**src/hw/forthAluPkg.sv**
```systemverilog
package forthAluPkg;

	localparam int DataWidth    = 16;
	localparam int RegCount     = 8;
	localparam int RegAddrWidth = 3;
	localparam int FlagWidth    = 3;

	// Instruction field widths
	localparam int GroupWidth   = 2;
	localparam int OpWidth      = 4;
	localparam int ModeWidth    = 2;
	localparam int ArgWidth     = 4;
	localparam int PayloadWidth = 8;

	// Flag bit positions, ordered Z N C from the top
	localparam int FlagZ = 2;
	localparam int FlagN = 1;
	localparam int FlagC = 0;

	localparam logic [GroupWidth-1:0] GroupAlu = 2'b01;

	localparam logic [OpWidth-1:0] OpMov = 4'h0;  // B
	localparam logic [OpWidth-1:0] OpAdd = 4'h1;  // A + B, carry out
	localparam logic [OpWidth-1:0] OpSub = 4'h2;  // A - B, C on borrow
	localparam logic [OpWidth-1:0] OpAnd = 4'h3;
	localparam logic [OpWidth-1:0] OpOr  = 4'h4;
	localparam logic [OpWidth-1:0] OpXor = 4'h5;
	localparam logic [OpWidth-1:0] OpNot = 4'h6;  // ~B
	localparam logic [OpWidth-1:0] OpShr = 4'h7;  // A >> 1, C gets bit 0

	localparam logic [ModeWidth-1:0] ModeRegReg    = 2'b00;
	localparam logic [ModeWidth-1:0] ModeRegU4     = 2'b01;
	localparam logic [ModeWidth-1:0] ModeAccU8     = 2'b10;
	localparam logic [ModeWidth-1:0] ModeCmpRegReg = 2'b11;  // Flags only

	typedef enum logic [1:0] {
		FETCH,
		DECODE,
		EXECUTE,
		COMMIT
	} phaseT;

	typedef struct packed {
		logic [ArgWidth-1:0] argA;
		logic [ArgWidth-1:0] argB;
	} regsT;

	// Low byte seen as two register nibbles or as one immediate
	typedef union packed {
		regsT                    regs;
		logic [PayloadWidth-1:0] imm8;
	} payloadT;

	typedef struct packed {
		logic [GroupWidth-1:0] group;
		logic [OpWidth-1:0]    op;
		logic [ModeWidth-1:0]  mode;
		payloadT               payload;
	} instrT;

endpackage

```
**src/hw/ctrlBus.sv**
```systemverilog
`timescale 1ns/100ps

interface ctrlBus;
	import forthAluPkg::*;

	logic                    regAEn;
	logic                    regBEn;
	logic                    regWen;
	logic [RegAddrWidth-1:0] regAAddr;
	logic [RegAddrWidth-1:0] regBAddr;
	logic [RegAddrWidth-1:0] regWAddr;
	logic [OpWidth-1:0]      aluOp;
	logic                    srcBSel;  // High picks imm for operand B
	logic [DataWidth-1:0]    imm;
	logic                    cclLd;

	modport dec (
		output regAEn, regBEn, regWen,
		output regAAddr, regBAddr, regWAddr,
		output aluOp, srcBSel, imm, cclLd
	);

	modport rf (
		input regAEn, regBEn, regWen,
		input regAAddr, regBAddr, regWAddr
	);

	// regAEn marks the execute cycle for the ALU
	modport alu (
		input regAEn,
		input aluOp, srcBSel, imm, cclLd
	);
endinterface

```
**src/hw/phaseBus.sv**
```systemverilog
`timescale 1ns/100ps

interface phaseBus;
	import forthAluPkg::*;

	// One-hot phase strobes
	logic fetch;
	logic decode;
	logic execute;
	logic commit;

	instrT instr;  // Word held from acceptance until the next one

	modport seq (
		output fetch,
		output decode,
		output execute,
		output commit,
		output instr
	);

	modport dec (
		input fetch,
		input decode,
		input execute,
		input commit,
		input instr
	);
endinterface

```
**src/hw/aluCore.sv**
```systemverilog
`timescale 1ns/100ps

module aluCore (
	input  logic                                 CLK,
	input  logic                                 arstN,
	input  logic                                 instrReq,
	input  logic [forthAluPkg::DataWidth-1:0]    instr,
	output logic                                 instrAck,
	output logic                                 wrEn,
	output logic [forthAluPkg::RegAddrWidth-1:0] wrAddr,
	output logic [forthAluPkg::DataWidth-1:0]    wrData,
	output logic [forthAluPkg::FlagWidth-1:0]    flags
);
	import forthAluPkg::*;

	logic [DataWidth-1:0] rdA;
	logic [DataWidth-1:0] rdB;
	logic [DataWidth-1:0] result;

	phaseBus phaseIf ();
	ctrlBus  ctrlIf ();

	instructionPhaseDecoder sequencer (
		.CLK      (CLK),
		.arstN    (arstN),
		.instrReq (instrReq),
		.instr    (instr),
		.instrAck (instrAck),
		.phase    (phaseIf)
	);

	aluGroupDecoder decoder (
		.CLK   (CLK),
		.arstN (arstN),
		.phase (phaseIf),
		.ctrl  (ctrlIf)
	);

	registerFile regFile (
		.CLK    (CLK),
		.arstN  (arstN),
		.ctrl   (ctrlIf),
		.wrData (result),
		.rdA    (rdA),
		.rdB    (rdB)
	);

	aluUnit alu (
		.CLK    (CLK),
		.arstN  (arstN),
		.ctrl   (ctrlIf),
		.rdA    (rdA),
		.rdB    (rdB),
		.result (result),
		.flags  (flags)
	);

	// Commit-time write seen from outside
	assign wrEn   = ctrlIf.regWen;
	assign wrAddr = ctrlIf.regWAddr;
	assign wrData = result;

endmodule

```
**src/hw/aluGroupDecoder.sv**
```systemverilog
`timescale 1ns/100ps

module aluGroupDecoder (
	input  logic CLK,
	input  logic arstN,
	phaseBus.dec phase,
	ctrlBus.dec  ctrl
);
	import forthAluPkg::*;

	instrT                   ir;
	logic                    isAlu;
	logic                    isAcc;
	logic                    isCmp;
	logic [RegAddrWidth-1:0] addrA;
	logic [RegAddrWidth-1:0] addrB;
	logic [DataWidth-1:0]    immExt;

	// Held from DECODE through COMMIT
	logic aluInstr;
	logic readB;
	logic writeBack;
	logic flagLoad;

	assign ir    = phase.instr;
	assign isAlu = ir.group == GroupAlu;
	assign isAcc = ir.mode == ModeAccU8;
	assign isCmp = ir.mode == ModeCmpRegReg;

	// Payload view depends on the mode
	always_comb begin
		if (isAcc) begin
			addrA  = '0;  // Accumulator is R0
			addrB  = '0;
			immExt = {{(DataWidth-PayloadWidth){1'b0}}, ir.payload.imm8};
		end else begin
			// Only the low three bits of each nibble name a register
			addrA  = ir.payload.regs.argA[RegAddrWidth-1:0];
			addrB  = ir.payload.regs.argB[RegAddrWidth-1:0];
			immExt = {{(DataWidth-ArgWidth){1'b0}}, ir.payload.regs.argB};
		end
	end

	always_ff @(posedge CLK or negedge arstN) begin
		if (!arstN) begin
			aluInstr      <= 1'b0;
			readB         <= 1'b0;
			writeBack     <= 1'b0;
			flagLoad      <= 1'b0;
			ctrl.regAAddr <= '0;
			ctrl.regBAddr <= '0;
			ctrl.regWAddr <= '0;
			ctrl.aluOp    <= OpMov;
			ctrl.srcBSel  <= 1'b0;
			ctrl.imm      <= '0;
		end else if (phase.decode) begin
			aluInstr      <= isAlu;
			readB         <= (ir.mode == ModeRegReg) || isCmp;
			writeBack     <= !isCmp;
			flagLoad      <= ir.op != OpMov;  // Mov keeps the flags
			ctrl.regAAddr <= addrA;
			ctrl.regBAddr <= addrB;
			ctrl.regWAddr <= addrA;           // Destination is always A
			ctrl.aluOp    <= ir.op;
			ctrl.srcBSel  <= (ir.mode == ModeRegU4) || isAcc;
			ctrl.imm      <= immExt;
		end else if (phase.fetch) begin
			aluInstr <= 1'b0;  // Nothing in flight while waiting
		end
	end

	// Other groups step through with every enable low
	assign ctrl.regAEn = phase.execute & aluInstr;
	assign ctrl.regBEn = phase.execute & aluInstr & readB;
	assign ctrl.regWen = phase.commit & aluInstr & writeBack;
	assign ctrl.cclLd  = phase.commit & aluInstr & flagLoad;

endmodule

```
**src/hw/aluUnit.sv**
```systemverilog
`timescale 1ns/100ps

module aluUnit (
	input  logic                              CLK,
	input  logic                              arstN,
	ctrlBus.alu                               ctrl,
	input  logic [forthAluPkg::DataWidth-1:0] rdA,
	input  logic [forthAluPkg::DataWidth-1:0] rdB,
	output logic [forthAluPkg::DataWidth-1:0] result,
	output logic [forthAluPkg::FlagWidth-1:0] flags
);
	import forthAluPkg::*;

	logic [DataWidth-1:0] opB;
	logic [DataWidth:0]   wide;  // Carry or borrow on top
	logic [FlagWidth-1:0] nextFlags;
	logic [FlagWidth-1:0] pendFlags;

	assign opB = ctrl.srcBSel ? ctrl.imm : rdB;

	always_comb begin
		case (ctrl.aluOp)
			OpMov:   wide = {1'b0, opB};
			OpAdd:   wide = {1'b0, rdA} + {1'b0, opB};
			OpSub:   wide = {1'b0, rdA} - {1'b0, opB};  // Top bit set on borrow
			OpAnd:   wide = {1'b0, rdA & opB};
			OpOr:    wide = {1'b0, rdA | opB};
			OpXor:   wide = {1'b0, rdA ^ opB};
			OpNot:   wide = {1'b0, ~opB};
			OpShr:   wide = {rdA[0], 1'b0, rdA[DataWidth-1:1]};
			default: wide = '0;
		endcase
	end

	// C stays clear unless the op drives the top bit
	always_comb begin
		nextFlags        = '0;
		nextFlags[FlagZ] = wide[DataWidth-1:0] == '0;
		nextFlags[FlagN] = wide[DataWidth-1];
		nextFlags[FlagC] = wide[DataWidth];
	end

	// Result and pending flags captured at the end of EXECUTE
	always_ff @(posedge CLK) begin
		if (ctrl.regAEn) begin
			result    <= wide[DataWidth-1:0];
			pendFlags <= nextFlags;
		end
	end

	// Condition-code latch
	always_ff @(posedge CLK or negedge arstN) begin
		if (!arstN) begin
			flags <= '0;
		end else if (ctrl.cclLd) begin
			flags <= pendFlags;
		end
	end

endmodule

```
**src/hw/instructionPhaseDecoder.sv**
```systemverilog
`timescale 1ns/100ps

module instructionPhaseDecoder (
	input  logic              CLK,
	input  logic              arstN,
	input  logic              instrReq,
	input  forthAluPkg::instrT instr,
	output logic              instrAck,
	phaseBus.seq              phase
);
	import forthAluPkg::*;

	phaseT state;
	logic  accept;
	logic  ackReg;

	// New word only when idle and the previous handshake has closed
	assign accept = (state == FETCH) && instrReq && !ackReg;

	always_ff @(posedge CLK or negedge arstN) begin
		if (!arstN) begin
			state <= FETCH;
		end else begin
			case (state)
				FETCH: begin
					if (accept) begin
						state <= DECODE;
					end
				end
				DECODE:  state <= EXECUTE;
				EXECUTE: state <= COMMIT;
				default: state <= FETCH;  // COMMIT wraps round
			endcase
		end
	end

	// Four-phase ack, independent of the phase stepping
	always_ff @(posedge CLK or negedge arstN) begin
		if (!arstN) begin
			ackReg <= 1'b0;
		end else if (accept) begin
			ackReg <= 1'b1;
		end else if (!instrReq) begin
			ackReg <= 1'b0;  // Host has let go
		end
	end

	assign instrAck = ackReg;

	always_ff @(posedge CLK) begin
		if (accept) begin
			phase.instr <= instr;
		end
	end

	assign phase.fetch   = state == FETCH;
	assign phase.decode  = state == DECODE;
	assign phase.execute = state == EXECUTE;
	assign phase.commit  = state == COMMIT;

endmodule

```
**src/hw/registerFile.sv**
```systemverilog
`timescale 1ns/100ps

module registerFile (
	input  logic                              CLK,
	input  logic                              arstN,
	ctrlBus.rf                                ctrl,
	input  logic [forthAluPkg::DataWidth-1:0] wrData,
	output logic [forthAluPkg::DataWidth-1:0] rdA,
	output logic [forthAluPkg::DataWidth-1:0] rdB
);
	import forthAluPkg::*;

	logic [DataWidth-1:0] regs [RegCount];

	// Single write port, used at COMMIT
	always_ff @(posedge CLK or negedge arstN) begin
		if (!arstN) begin
			regs <= '{default: '0};
		end else if (ctrl.regWen) begin
			regs[ctrl.regWAddr] <= wrData;
		end
	end

	// Read ports idle at zero outside EXECUTE
	always_comb begin
		if (ctrl.regAEn) begin
			rdA = regs[ctrl.regAAddr];
		end else begin
			rdA = '0;
		end
	end

	always_comb begin
		if (ctrl.regBEn) begin
			rdB = regs[ctrl.regBAddr];
		end else begin
			rdB = '0;
		end
	end

endmodule
```
**config.mk**
```make
export PLATFORM = sky130hd
export DESIGN_NAME = aluCore
export DESIGN_NICKNAME = d
export VERILOG_FILES = /design/src/hw/forthAluPkg.sv /design/src/hw/ctrlBus.sv /design/src/hw/phaseBus.sv /design/src/hw/aluCore.sv /design/src/hw/aluGroupDecoder.sv /design/src/hw/aluUnit.sv /design/src/hw/instructionPhaseDecoder.sv /design/src/hw/registerFile.sv
export SDC_FILE = /design/constraint.sdc
export NUM_CORES = 1
export LEC_CHECK = 0
export CAP_MARGIN = 10
export CORE_ASPECT_RATIO = 1.5
export CORE_MARGIN = 2
export CORE_UTILIZATION = 60
export DETAILED_ROUTE_END_ITERATION = 7
export DONT_BUFFER_PORTS = 1
export PLACE_DENSITY_LB_ADDON = 0.05
export REMOVE_ABC_BUFFERS = 1
export SLEW_MARGIN = 20
export SYNTH_ARGS = -nofsm -noshare
export SYNTH_HDL_FRONTEND = slang
export SYNTH_SLANG_ARGS = --single-unit
```
**constraint.sdc**
```tcl
create_clock -name CLK -period 5.3 [get_ports CLK]
set_input_delay 1.06 -clock CLK [delete_from_list [all_inputs] [get_ports CLK]]
set_output_delay 1.06 -clock CLK [all_outputs]
set_load 0.005 [all_outputs]
```
Yosys cells after proc, flatten, opt, wreduce, memory -nomap -nowiden. Cells that the tools add are included.

$add $sub $neg: 2. Magnitude comparators: 3. Equality and inequality tests: 16. Muxes and demuxes: 22. Bitwise operators: 11. Reduce and logical (&&, ||, !) cells: 13.

Operator list (number): $pmux W17 S8 (1); $bwmux W128 (1); $mux W16 (8); $bmux W16 S3 (2); $demux W16 S3 (1); $add A16 B16 Y17 (1); $sub A16 B16 Y17 (1); $and A16 B16 Y16 (1); $eq A4 B3 Y1 const B (4); $logic_not A16 Y1 (1); $not A16 Y16 (1); $or A16 B16 Y16 (1); $xor A16 B16 Y16 (1); $eq A2 B2 Y1 const B (4); $eq A4 B2 Y1 const B (2); $ge A4 B4 Y1 const B (2); $mux W8 (1); $not A3 Y4 (2); $eq A2 B1 Y1 const B (3); $mux W3 (2); $pmux W2 S3 (1); $and A1 B1 Y1 (5); $eq A4 B1 Y1 const B (1); $logic_not A2 Y1 (2); other kinds (11) (18).

Register bits: 200. Input port bits: 19. Output and inout port bits: 24. Logic and storage cells: 93.

Depth between registers and ports, before layout.
Depth in word-level cells: 9. Gate-level depth with buffers: 22. Mapped depth without buffers: 21.

Hierarchy. From an unflattened synthesis, not the netlist that was laid out.

Cells, all modules: 1026. Area, all modules: 12185.4 sq um.

Modules (own cells, without submodules): registerFile (instances 1, cells each 498, area an instance 7046.8 sq um, sequential area each 3203.1 sq um); aluUnit (instances 1, cells each 398, area an instance 3347.0 sq um, sequential area each 615.6 sq um); aluGroupDecoder (instances 1, cells each 96, area an instance 1106.1 sq um, sequential area each 575.6 sq um); instructionPhaseDecoder (instances 1, cells each 34, area an instance 685.7 sq um, sequential area each 555.5 sq um).

Worst setup path before layout. OpenSTA, ideal clock, no wires.

Kind: reg2reg. From: register decoder.ctrl.regBAddr[0]. To: register alu.pendFlags[2], data pin. Library setup time: 0.169 ns. Arrival: 4.246 ns. Data required time: 5.131 ns. Slack: 0.886 ns. Cell stages (with the launch flop): 21. Path buffers: 2. Clock period less this slack: 4.414 ns. Cells stage by stage: dfrtp_1 buf_6 buf_12 mux4_1 mux2i_1 o21ai_0 inv_1 ha_1 nand2_1 or3_1 nor2_1 nor2_1 xnor2_1 ha_1 nand2_1 o31ai_1 nand3_1 a41oi_1 mux2i_1 nand4_1 nor4b_2.

Cells in the longest elaborated chain, start to end: 9. Elaborated cells between the ends (all ways): 14. Those cells by class: add/sub: 2; mux: 6; bitwise: 5; reduce/logical: 1.

RTL lines: start: declaration (line ctrlBus.sv:19) `output regAAddr, regBAddr, regWAddr,`; start signal: assignment (line aluGroupDecoder.sv:62) `ctrl.regBAddr <= addrB;`; $not A3 Y4 (not written as such) (*) (line registerFile.sv:35) `rdB = regs[ctrl.regBAddr];`; $bmux W16 S3 (*) (line registerFile.sv:35); $mux W16 (not written as such) (*) (2 in a row) (line registerFile.sv:35); $mux W16 (*) (line registerFile.sv:34) `if (ctrl.regBEn) begin`; $mux W16 (*) (line aluUnit.sv:19) `assign opB = ctrl.srcBSel ? ctrl.imm : rdB;`; $sub A16 B16 Y17 (tied with other cells) (line aluUnit.sv:25) `OpSub: wide = {1'b0, rdA} - {1'b0, opB};`; $pmux W17 S8 (*) (line aluUnit.sv:22) `case (ctrl.aluOp)`; via alu.nextFlags[1] (line aluUnit.sv:16) `logic [FlagWidth-1:0] nextFlags;`; $logic_not A16 Y1 (*) (line aluUnit.sv:38) `nextFlags[FlagZ] = wide[DataWidth-1:0] == '0;`; via alu.nextFlags[2] (line aluUnit.sv:16); end signal: assignment (line aluUnit.sv:47) `pendFlags <= nextFlags;`; end: declaration (line aluUnit.sv:17) `logic [FlagWidth-1:0] pendFlags;`.

The timed path passes the listed nets; every way through them passes the cells marked *. The select of a mux whose other input is x is not followed. A chain may end at the register's enable or synchronous reset.

Final worst setup path.
From: register decoder.ctrl.regBAddr[1]. To: register alu.pendFlags[2], data pin.

Same word-level chain as after synthesis.

==> metrics.md <==
| Metric | Value |
|---|---|
| Async S/R FF share, synth | `approximately 82%` |
| TritonCTS Buffers | `17` |
| Skew-Pair Late Insertion Delay | `about 0.46 ns` |
| Critical path, cell by cell | `mux4_2 -> mux2i_1 -> a2bb2oi_2 -> ha_1 -> nand2_1 -> or3_1 -> nor2_1 -> nor2_1 -> xnor2_1 -> ha_1 -> nand2_1 -> o31ai_1 -> nand3_1 -> a41oi_1 -> mux2i_1 -> nand4_1 -> nor4b_2` |
| Cts hold-fix bufs | `0` |
| Final Max Slew Viols | `0` |
| GP Congestion | `0.940` |
| H-Tree Depth | `4` |
| I/O Pins | `between 40 and 50` |
| Avg Cell Area, Syn | `roughly 12 µm²` |
| RSZ-0062 raised after global routing | `false` |
| Vias per cell | `between 6 and 7` |
| Routed WL per cell | `~25 µm` |
| Final Hold Vio Count | `0` |
| Die area | `approximately 21000 µm²` |
| Post-synthesis register bit count | `about 190` |
| Slowest CP cell | `mux4_2` |
| Kind of cell adding the most delay to the critical path | `simple AND/OR/NAND/NOR gates` |
| Congestion Overflow GR | `0` |
| Crit path DAT | `between 5 and 6 ns` |
| Yosys top cell by area | `dfrtp_1` |
| Synth-to-Final Area Change | `8.17%` |
| Area occupied by multi-input gates | `6490 µm²` |
| HP Class | `in -> async` |
| Max Fclk | `roughly 0.2 GHz` |
| Crit share post-route | `between 90 and 100%` |
| Clock skew | `around 0.011 ns` |
| CTS Root Cell | `clkbuf_16` |
| CP max stage delay | `roughly 0.52 ns` |
| TNS Setup | `0 ns` |
| Synth cell types | `88` |
| CP Launch Type | `flip-flop` |
| Initial drt markers | `between 700 and 800` |
| Area contributors post-synth | `dfrtp_1, mux2_2, edfxtp_1` |
| DRT Pass-1 Iters | `5` |
| Buffers & Inverters on Critical Path | `0` |
| Total number of vias | `between 8000 and 9000` |
| Synth top area share | `about a third` |
| Core Footprint | `19600 µm²` |
| Diode count | `0` |
| Number of fillers in the final layout | `1524` |
| Switching share of power | `39.9%` |
| Layout cell share with drive strength beyond 1 | `28.0%` |
| Die X | `between 100 and 150 µm` |
| Slew @ Worst Pin | `roughly 1.2 ns` |
| NumNets Final | `between 1000 and 1500` |
| FF/Latch Area | `a little under 5000 µm²` |
| Register area share after synthesis | `41.5%` |
| Outcome | `completed` |
| First-pass GRT wire length | `just over 50000 µm` |
| Placed insts | `between 1000 and 1500` |
| WP data required | `around 5.6 ns` |
| Crit path kind | `reg -> reg` |
| Synth Flop Type | `dfrtp_1` |
| Top cells by instance count after synthesis | `dfrtp_1, mux2_2, nand2_1` |
| CTS tree | `built` |
| Pwr per Cell Area | `around 550 nW/µm²` |
| Antenna violations before repair | `0` |
| Cell area after synthesis | `between 10000 and 15000 µm²` |
| Clock power share | `roughly a fifth` |
| P_leak | `about 5.8 nW` |
| Final Non-Filler Cells | `roughly 1300` |
| CP Max Fanout | `8` |
| Vias in the first global route | `8951` |
| Largest net degree at the start of global routing | `around 160` |
| DRT Wirelength | `between 30000 and 40000 µm` |
| Initial Util | `60.8%` |
| Vertical die dimension | `177 µm` |
| Period minus WS final | `about 5 ns` |
| CTS clk-pin slew, worst paths | `~0.070 ns` |
| Syn Inst Count | `1035` |
| Routed Antenna Nets | `0` |
| Slew HR | `between 10% and 20%` |
| Residual DRC count | `0` |
| P_sw | `between 2 and 3 mW` |
| Seq pwr share | `between 30% and 40%` |
| Part of the power in combinational logic | `45.7%` |
| Peak supply drop | `between 300 and 400 µV` |
| Detailed placer's ending HPWL | `roughly 24000 µm` |
| Most common cell in the synthesized netlist | `dfrtp_1` |
| Number of setup violations in the final report | `0` |
| YS warnings | `0` |
| Power Internal | `between 4 and 5 mW` |
| PortBufs | `0` |
| # Max-Cap Violations | `0` |
| Setup crit end kind | `flip-flop` |
| Row count | `between 60 and 70` |
| Total GRT Usage | `about 33%` |
| EDFF count, synth | `34` |
| Clk buf depth | `2` |
| Clock sink count | `between 150 and 200` |
## registers in the layout (all words and copies together) (netlist names)
signal,count
decoder.writeBack,1
alu.result,15
decoder.flagLoad,1
decoder.readB,1
decoder.ctrl.aluOp,4
decoder.ctrl.imm,8
alu.pendFlags,3
sequencer.state,2
decoder.ctrl.regAAddr,3
decoder.ctrl.regBAddr,3
sequencer.instrAck,1
decoder.aluInstr,1
decoder.ctrl.srcBSel,1
alu.flags,3
regFile.regs,128
sequencer.phase.instr,16
## kinds of logic after synthesis
| logic type | after synthesis | synth area share, % |
|---|---|---|
| XOR/XNOR | 22 | 1.62 |
| AND/OR/NAND/NOR | 238 | 10.4 |
| buffers and inverters | 113 | 4.59 |
| adder cells (fa/ha/maj) | 56 | 5.94 |
| multiplexers | 217 | 24.1 |
| flip-flops | 191 | 41.5 |
| AO/OA/AOI/OAI | 198 | 11.9 |
## cells in the final DEF (no fill, tap or decap), drive strengths merged, types with 13 or more instances in the layout
cell type	instances
buf	39
a21oi	38
edfxtp	34
nand2	69
xnor2	18
mux4	39
a221oi	15
mux2	155
dfrtp	157
clkbuf	21
ha	55
nor2	55
inv	59
mux2i	23
o21ai	42
nand3	21
a22oi	13
## area by class of cell
type	instances	share of cell area [%]
multi-input combinational	731	50.3
sequential	191	38.4
clock buffer	21	3.73
tap	260	2.52
timing repair buffer	39	2.27
inverter	57	1.66
clock inverter	11	1.15
## final timing paths
| path | from | endpoint | slack [ns] | cells after the start |
|---|---|---|---|---|
| max | decoder.ctrl.regBAddr[1] | alu.pendFlags[2] | 0.31 | 17 |
| min | arstN | regFile.regs[120] | 0.31 | 0 |
| max reg2reg | decoder.ctrl.regBAddr[1] | alu.pendFlags[2] | 0.31 | 17 |
| min reg2reg | alu.pendFlags[0] | alu.flags[0] | 0.48 | 1 |
| max in group asynchronous | arstN | decoder.ctrl.regBAddr[0] | 4.75 | 0 |
| min in group CLK | alu.pendFlags[0] | alu.flags[0] | 0.48 | 1 |
## power groups by stage
stage          registers, mW  logic (mW)  clock network [mW]
2_1_floorplan           2.42        2.18                   0
3_3_place_gp            2.47        3.18                   0
3_5_place_dp            2.49        3.20                   0
4_1_cts                 2.46        3.22                1.41
5_1_grt                 2.53        3.52                1.46
6_report                2.48        3.25                1.39
## metal layers
metal | up-vias | routed length, µm | global-route usage [%]
li1 | 3888 | - | -
met1 | 4474 | 13200 | 41.6
met2 | 330 | 16500 | 53.5
met3 | 105 | 2050 | 6.64
met4 | 0 | 1510 | 17.4
met5 | - | 0 | 0
## through the flow
stage	area (µm²)	setup WS [ns]	util, %	total power, mW	hold slack (ns)
floorplan	11600	0.0388	-	4.61	0.454
global placement	12300	0.416	62.5	5.65	0.465
detailed placement	12300	0.237	62.5	5.69	0.472
CTS	12900	0.223	65.7	7.09	0.282
global route	12900	0.0321	65.7	7.51	0.292
finish	12900	0.306	65.7	7.12	0.306
## repair_timing
| action | 4_1_cts | 5_1_grt |
|---|---|---|
| setup endpoints to repair | 0 | 1 |
| resized for setup | 0 | 2 |
| setup buffers | 0 | 0 |
No activity file was read; power rests on OpenSTA's default activity.
